File: config.mk
export PLATFORM = sky130hd
export DESIGN_NAME = fetch_top
export DESIGN_NICKNAME = d
export VERILOG_FILES = /design/src/hdl/fetch_pkg.sv /design/src/hdl/fd_if.sv /design/src/hdl/mem_if.sv /design/src/hdl/fetch_top.sv /design/src/hdl/inst_mem.sv /design/src/hdl/fetch_unit.sv
export SDC_FILE = /design/constraint.sdc
export NUM_CORES = 2
export LEC_CHECK = 0
export BUFFER_PORTS_ARGS = -buffer_cell sky130_fd_sc_hd__buf_2
export CORE_MARGIN = 5
export CORE_UTILIZATION = 35
export CTS_CLUSTER_DIAMETER = 100
export DETAILED_ROUTE_END_ITERATION = 12
export SKIP_LAST_GASP = 1
export SLEW_MARGIN = 20
export SYNTH_ARGS = -nofsm -noshare
export SYNTH_HDL_FRONTEND = slang
export SYNTH_SLANG_ARGS = --single-unit
File: constraint.sdc
create_clock -name clk -period 10.06 [get_ports clk]
set_clock_uncertainty 0.15 [all_clocks]
set_input_delay 1.006 -clock clk [delete_from_list [all_inputs] [get_ports clk]]
set_output_delay 1.006 -clock clk [all_outputs]
set_load 0.01 [all_outputs]
File: src/hdl/fetch_pkg.sv
// Fetch front end shared definitions
// Word, address and sequence types plus fetch defaults

package fetch_pkg;

  // ----------------------------------------------------------
  // Data widths
  // ----------------------------------------------------------

  // Instruction or data word
  typedef logic [31:0] word_t;

  // Byte address, word aligned for fetch
  typedef logic [31:0] addr_t;

  // Fetch sequence number, wraps 255 -> 0
  typedef logic [7:0] seq_t;

  // ----------------------------------------------------------
  // Fetch defaults
  // ----------------------------------------------------------

  // Default pc out of reset
  parameter addr_t RST_ADDR = 32'h0000_0200;

  // Byte step between sequential fetches
  parameter addr_t WORD_BYTES = 32'd4;

endpackage
File: src/hdl/fd_if.sv
// Fetch to decode channel
// Instruction, pc and sequence number under valid/ready

`timescale 1ns/100ps

interface fd_if;

  logic               val;
  logic               rdy;
  fetch_pkg::word_t   inst;
  fetch_pkg::addr_t   pc;
  fetch_pkg::seq_t    seq;

  // Producer end
  modport fetch (
    output val, inst, pc, seq,
    input  rdy
  );

  // Consumer end
  modport decode (
    input  val, inst, pc, seq,
    output rdy
  );

endinterface

File: src/hdl/mem_if.sv
// Instruction memory channel
// Read request with opaque tag, response carries data, address and tag back

`timescale 1ns/100ps

interface mem_if;

  // Request side
  logic               req_val;
  logic               req_rdy;
  fetch_pkg::addr_t   req_addr;
  fetch_pkg::seq_t    req_tag;

  // Response side
  logic               resp_val;
  logic               resp_rdy;
  fetch_pkg::addr_t   resp_addr;
  fetch_pkg::word_t   resp_data;
  fetch_pkg::seq_t    resp_tag;

  // Fetch unit end
  modport client (
    output req_val, req_addr, req_tag, resp_rdy,
    input  req_rdy, resp_val, resp_addr, resp_data, resp_tag
  );

  // Memory end
  modport server (
    input  req_val, req_addr, req_tag, resp_rdy,
    output req_rdy, resp_val, resp_addr, resp_data, resp_tag
  );

endinterface

File: src/hdl/fetch_top.sv
// Fetch front end top
// Joins fetch unit and instruction memory, exposes load and decode ports

`timescale 1ns/100ps

module fetch_top #(
  parameter int unsigned      MEM_WORDS  = 64,
  parameter fetch_pkg::addr_t RESET_ADDR = fetch_pkg::RST_ADDR
) (
  input  logic              clk,
  input  logic              rst,
  input  logic              run,

  // Program load
  input  logic              load_val,
  input  fetch_pkg::addr_t  load_addr,
  input  fetch_pkg::word_t  load_data,

  // Decode channel
  output logic              d_val,
  input  logic              d_rdy,
  output fetch_pkg::word_t  d_inst,
  output fetch_pkg::addr_t  d_pc,
  output fetch_pkg::seq_t   d_seq
);

  // ----------------------------------------------------------
  // Internal channels
  // ----------------------------------------------------------

  mem_if mem_bus ();
  fd_if  fd_bus ();

  fetch_unit #(
    .RESET_ADDR (RESET_ADDR)
  ) i_fetch_unit (
    .clk  (clk),
    .rst  (rst),
    .run  (run),
    .mem  (mem_bus.client),
    .dec  (fd_bus.fetch)
  );

  inst_mem #(
    .MEM_WORDS (MEM_WORDS)
  ) i_inst_mem (
    .clk        (clk),
    .rst        (rst),
    .load_val   (load_val),
    .load_addr  (load_addr),
    .load_data  (load_data),
    .mem        (mem_bus.server)
  );

  // Decode side of the channel is the top-level ports
  assign d_val      = fd_bus.val;
  assign d_inst     = fd_bus.inst;
  assign d_pc       = fd_bus.pc;
  assign d_seq      = fd_bus.seq;
  assign fd_bus.rdy = d_rdy;

endmodule

File: src/hdl/inst_mem.sv
// Instruction memory
// Word-addressed storage with a program load port, one-cycle read
// and a two-entry response FIFO limited by credit

`timescale 1ns/100ps

module inst_mem #(
  parameter int unsigned MEM_WORDS = 64
) (
  input  logic              clk,
  input  logic              rst,
  input  logic              load_val,
  input  fetch_pkg::addr_t  load_addr,
  input  fetch_pkg::word_t  load_data,
  mem_if.server             mem
);

  localparam int unsigned IDX_W = $clog2(MEM_WORDS);

  // ----------------------------------------------------------
  // Storage and load port
  // ----------------------------------------------------------

  fetch_pkg::word_t store [MEM_WORDS];

  logic [IDX_W-1:0] load_idx;
  logic [IDX_W-1:0] req_idx;

  // Word index wraps modulo depth
  assign load_idx = load_addr[IDX_W+1:2];
  assign req_idx  = mem.req_addr[IDX_W+1:2];

  // Load lands at the edge, so reads see it from the next edge on
  always_ff @(posedge clk) begin
    if (load_val) begin
      store[load_idx] <= load_data;
    end
  end

  // ----------------------------------------------------------
  // Response FIFO
  // ----------------------------------------------------------

  fetch_pkg::word_t fifo_data [2];
  fetch_pkg::addr_t fifo_addr [2];
  fetch_pkg::seq_t  fifo_tag  [2];

  logic       wr_ptr;
  logic       rd_ptr;
  // Entries held, counting the read landing this cycle
  logic [1:0] occ;
  logic       push;
  logic       pop;

  assign push = mem.req_val & mem.req_rdy;
  assign pop  = mem.resp_val & mem.resp_rdy;

  // One slot reserved per outstanding read
  assign mem.req_rdy = (occ < 2'd2);

  // Read happens on the accepting edge straight into the slot
  always_ff @(posedge clk) begin
    if (push) begin
      fifo_data[wr_ptr] <= store[req_idx];
      fifo_addr[wr_ptr] <= mem.req_addr;
      fifo_tag[wr_ptr]  <= mem.req_tag;
    end
  end

  // Pointers and count
  always_ff @(posedge clk) begin
    if (rst) begin
      wr_ptr <= 1'b0;
      rd_ptr <= 1'b0;
      occ    <= '0;
    end else begin
      if (push) begin
        wr_ptr <= ~wr_ptr;
      end
      if (pop) begin
        rd_ptr <= ~rd_ptr;
      end
      case ({push, pop})
        2'b10:   occ <= occ + 2'd1;
        2'b01:   occ <= occ - 2'd1;
        default: occ <= occ;
      endcase
    end
  end

  // Head of FIFO held until taken
  assign mem.resp_val  = (occ != 2'd0);
  assign mem.resp_data = fifo_data[rd_ptr];
  assign mem.resp_addr = fifo_addr[rd_ptr];
  assign mem.resp_tag  = fifo_tag[rd_ptr];

  // ----------------------------------------------------------
  // Checks
  // ----------------------------------------------------------

  // Program loading only while fetch is stopped
  a_no_load_during_fetch: assert property (@(posedge clk) disable iff (rst)
    !(load_val && push))
    else $error("load collides with an accepted read");

  // A write never lands on an entry still waiting to be read
  a_no_overflow: assert property (@(posedge clk) disable iff (rst)
    push |-> (occ == 2'd0 || wr_ptr != rd_ptr))
    else $error("response FIFO overflow");

endmodule

File: src/hdl/fetch_unit.sv
// Fetch unit
// Sequential pc generator that tags each read with a sequence number,
// forwards memory responses straight through to decode

`timescale 1ns/100ps

module fetch_unit #(
  parameter fetch_pkg::addr_t RESET_ADDR = fetch_pkg::RST_ADDR
) (
  input  logic     clk,
  input  logic     rst,
  input  logic     run,
  mem_if.client    mem,
  fd_if.fetch      dec
);

  // ----------------------------------------------------------
  // Request side
  // ----------------------------------------------------------

  fetch_pkg::addr_t pc;
  fetch_pkg::seq_t  seq;
  logic             req_xfer;
  logic             resp_xfer;

  assign req_xfer  = mem.req_val & mem.req_rdy;
  assign resp_xfer = mem.resp_val & mem.resp_rdy;

  // Issue whenever fetch is enabled, no wait on ready
  assign mem.req_val  = run;
  assign mem.req_addr = pc;
  assign mem.req_tag  = seq;

  // Pc and tag step together on each accepted read
  always_ff @(posedge clk) begin
    if (rst) begin
      pc  <= RESET_ADDR;
      seq <= '0;
    end else if (req_xfer) begin
      pc  <= pc + fetch_pkg::WORD_BYTES;
      // Wraps naturally at 8 bits
      seq <= seq + 8'd1;
    end
  end

  // ----------------------------------------------------------
  // Response side
  // ----------------------------------------------------------

  // Zero-latency pass-through to decode
  assign dec.val      = mem.resp_val;
  assign dec.inst     = mem.resp_data;
  assign dec.pc       = mem.resp_addr;
  assign dec.seq      = mem.resp_tag;
  assign mem.resp_rdy = dec.rdy;

  // Reads issued but not yet returned to decode
  logic [1:0] in_flight;

  always_ff @(posedge clk) begin
    if (rst) begin
      in_flight <= '0;
    end else begin
      case ({req_xfer, resp_xfer})
        2'b10:   in_flight <= in_flight + 2'd1;
        2'b01:   in_flight <= in_flight - 2'd1;
        default: in_flight <= in_flight;
      endcase
    end
  end

  // Memory must not produce a response it was never asked for
  a_resp_has_req: assert property (@(posedge clk) disable iff (rst)
    mem.resp_val |-> (in_flight != 2'd0))
    else $error("response valid with no read outstanding");

endmodule

==> flow_summary.toml <==
[grt]
globalRouteOverflowTotal = 0
wire_length_of_the_first_global_routing_pass_um = 322000
grt_pass1_vias = 41700
grt_max_degree = 100
antenna_violations_before_repair = 25
gr-usage-met3 = 0.0346
global_route.usage.total = 0.176
gr-usage-met1 = 0.243
gr-max-usage-layer = "met2"
met2_usage = 0.289

[final_layout]
area_delta_synth_final_pct = 13.7
proportion_of_layout_cells_with_a_drive_suffix_above_1 = 0.278
finish.net_count = 4219
fin_cells = 7526
finished_layout_cell_area_sq_um = 97100

[detailed_routing]
first_iter_violations = 5027
drt.antenna.violating_nets = 0
drt_drc_violations_left = 0
vias_per_cell = 5.58
detail_route.wirelength_um = 229000
via_count = 42000
drtPass1Iterations = 5
detail_route.wl_per_cell_um = 30.4

[sta]
final_hold_fails = 0
setup-violations-final = 0
timing.final.crit_share = 0.464
finalCriticalPeriod_ns = 4.66
achievable-frequency_mhz = 214
worst_slew_margin_rel = 0.235
timing.final.ws_setup_ns = 5.40
least_margin_pin_slew_ns = 1.15
finalMaxSlewViolations = 0
setup-tns-final_ns = 0
unrepaired_setup_endpoints_after_global_routing = "no"

[yosys]
yosys_most_used_dff = "sky130_fd_sc_hd__edfxtp_1"
ys_ff_latch = 2237
synthesis.area_sq_um = 85400
netlist_instances = 3917
synth-edff-count = 2188
synthArstFlopShare = 0
netlist-cell-type-count = 60
syn_area_per_cell_sq_um = 21.8
sequential_cell_area_fraction_in_the_yosys_report = 0.781
yosysWarningCount = 0

[placed_design]
placement.io_buffers = 113
placed_cells = 7134
placed_area_sq_um = 90200
dp.final_hpwl_um = 127000
gp_congestion = 0.787
pre_cts_ws_ns = 5.34

[clocking]
clock_tree.htree_level_count = 4
worst_setup_hold_path_clk_slew_ns = 0.06
insertion_delay_ns = 0.84
cts_made_buffers = 212
hold_buffer_count_at_cts = 0
post-cts-setup-buffer-count = 0
cts_buffer_depth = 3
cell_at_the_root_of_the_clock_tree = "sky130_fd_sc_hd__clkbuf_16"
cts.sink_count = 2237
cts_tree = "built"
cts_resized = 0

[setup_path]
worst_setup_path_start_kind = "flop"
crit_arrival_ns = 5.08
r2r-end = "i_inst_mem.fifo_data[0][2]"
worstSetupEndpointType = "flop"
worst_path_fanout_max = 40
cp.required_ns = 10.48
worst-r2r-setup-slack_ns = 5.40
worst-setup-path-type = "flop to flop"
worstRegToRegCells = 7

[worst_hold_path]
whs_path_depth = 0
worstHoldStart = "i_fetch_unit.mem.req_addr[31]"
holdPathEnd = "i_inst_mem.fifo_addr[0][31]"
worst_min_delay_path_category = "flop to flop"

[status]
outcome = "finished clean"

[floorplan]
floorplan.die.height_um = 504
initial_util = 0.351
die_area_sq_um = 254000
fp.dieW_um = 504
core_area_sq_um = 243000
floorplan.rows = 181
top_level_ports = 142

[power]
leakagePower_nw = 29.2
worst_ir_drop_vdd_uv = 149
powerDensity_nw_per_um2 = 218

[run]
maxcap_viol_count = 0
==> sequential cells by signal (all words and copies together) (netlist names), named ones only <==
signal	flops
i_inst_mem.rd_ptr	1
i_inst_mem.store	2048
i_inst_mem.wr_ptr	1
i_fetch_unit.mem.req_addr	30
i_inst_mem.occ	2
i_fetch_unit.mem.req_tag	8
i_inst_mem.fifo_addr	60
i_inst_mem.fifo_data	64
i_inst_mem.fifo_tag	16
==> cells in the mapped netlist, types with 23 or more instances <==
cell type,count,share of area
sky130_fd_sc_hd__a22oi_1,61,0.0054
sky130_fd_sc_hd__buf_6,31,0.0041
sky130_fd_sc_hd__o221ai_1,52,0.0053
sky130_fd_sc_hd__buf_2,54,0.0032
sky130_fd_sc_hd__a21oi_1,29,0.0017
sky130_fd_sc_hd__clkbuf_1,84,0.0037
sky130_fd_sc_hd__mux2i_1,79,0.0093
sky130_fd_sc_hd__mux4_2,472,0.12
sky130_fd_sc_hd__dfxtp_1,49,0.011
sky130_fd_sc_hd__nor2b_1,28,0.0021
sky130_fd_sc_hd__nand4_1,65,0.0048
sky130_fd_sc_hd__o22ai_1,62,0.0045
sky130_fd_sc_hd__mux2_2,95,0.013
sky130_fd_sc_hd__edfxtp_1,2188,0.77
sky130_fd_sc_hd__and3_1,28,0.0021
sky130_fd_sc_hd__nand3_1,74,0.0043
sky130_fd_sc_hd__nand2_1,113,0.0050
sky130_fd_sc_hd__nor2_1,110,0.0048
sky130_fd_sc_hd__buf_4,23,0.0020
==> cell type report <==
class / instances / area [sq um]
Fill cell: 21300 / 146000
Sequential cell: 2237 / 66700
Multi-Input combinational cell: 1457 / 17900
Clock buffer: 261 / 5590
Tap cell: 3202 / 4010
Timing Repair Buffer: 235 / 1630
Clock inverter: 125 / 1270
Inverter: 4 / 15.0
Antenna cell: 5 / 12.5
==> placed cells by master, fill, tap and decap left out, types with 61 or more instances in the layout <==
cell type / instances
sky130_fd_sc_hd__mux4_2: 472
sky130_fd_sc_hd__nor2_4: 66
sky130_fd_sc_hd__edfxtp_1: 2188
sky130_fd_sc_hd__mux2i_1: 79
sky130_fd_sc_hd__mux2_2: 95
sky130_fd_sc_hd__nand4_1: 65
sky130_fd_sc_hd__buf_2: 94
sky130_fd_sc_hd__o22ai_1: 62
sky130_fd_sc_hd__a22oi_1: 61
sky130_fd_sc_hd__buf_4: 134
sky130_fd_sc_hd__nand2_1: 112
sky130_fd_sc_hd__nand3_1: 74
sky130_fd_sc_hd__clkbuf_16: 215
==> routing by layer <==
layer,part of all wire,vias to the layer above
li1,-,17000
met1,0.41,22900
met2,0.49,1790
met3,0.078,331
met4,0.025,14
met5,0.00045,-
==> worst max-delay path by stage <==
stage | startpoint | to | slack (ns) | depth (start not counted)
2_1_floorplan | run | i_inst_mem.fifo_addr[0][10] | 4.83 | 4
3_3_place_gp | flop | i_inst_mem.fifo_data[0][2] | 5.36 | 7
3_5_place_dp | flop | i_inst_mem.fifo_data[0][2] | 5.34 | 7
4_1_cts | flop | i_inst_mem.fifo_data[0][2] | 5.33 | 7
5_1_grt | flop | i_inst_mem.fifo_data[0][2] | 5.05 | 7
6_report | flop | i_inst_mem.fifo_data[0][2] | 5.40 | 7
==> power by group <==
part	total, W	internal, W	switching (W)
Combinational	0.00270	0.00124	0.00146
Sequential	0.0106	0.0105	0.000106
Clock	0.00794	0.00447	0.00347
Total	0.0212	0.0162	0.00504
==> metrics by stage <==
step	hold WS (ns)	power [W]	util
global route	0.352	0.0220	0.400
global placement	0.315	0.0135	0.371
finish	0.327	0.0212	0.400
CTS	0.328	0.0214	0.399
floorplan	0.284	0.0127	-
detailed placement	0.313	0.0135	0.371
==> critical path, cell delays in order, from the launching register on <==
cell                        delay, ns
sky130_fd_sc_hd__dfxtp_4         0.76
sky130_fd_sc_hd__buf_4           0.73
sky130_fd_sc_hd__buf_4           0.71
sky130_fd_sc_hd__mux4_2          0.57
sky130_fd_sc_hd__nor2b_1         0.15
sky130_fd_sc_hd__a2111oi_2       0.76
sky130_fd_sc_hd__o22ai_1         0.19
sky130_fd_sc_hd__and3_1          0.23
==> logic make-up after synthesis <==
family / count (synthesis) / synth area share
multiplexers: 647 / 0.146
buffers and inverters: 224 / 0.0159
other: 1 / 0.0000439
adder cells (fa/ha/maj): 3 / 0.000440
XOR/XNOR: 27 / 0.00277
AND/OR/NAND/NOR: 496 / 0.0294
flip-flops: 2237 / 0.781
AO/OA/AOI/OAI: 282 / 0.0238
(Power assumes the default switching activity.)
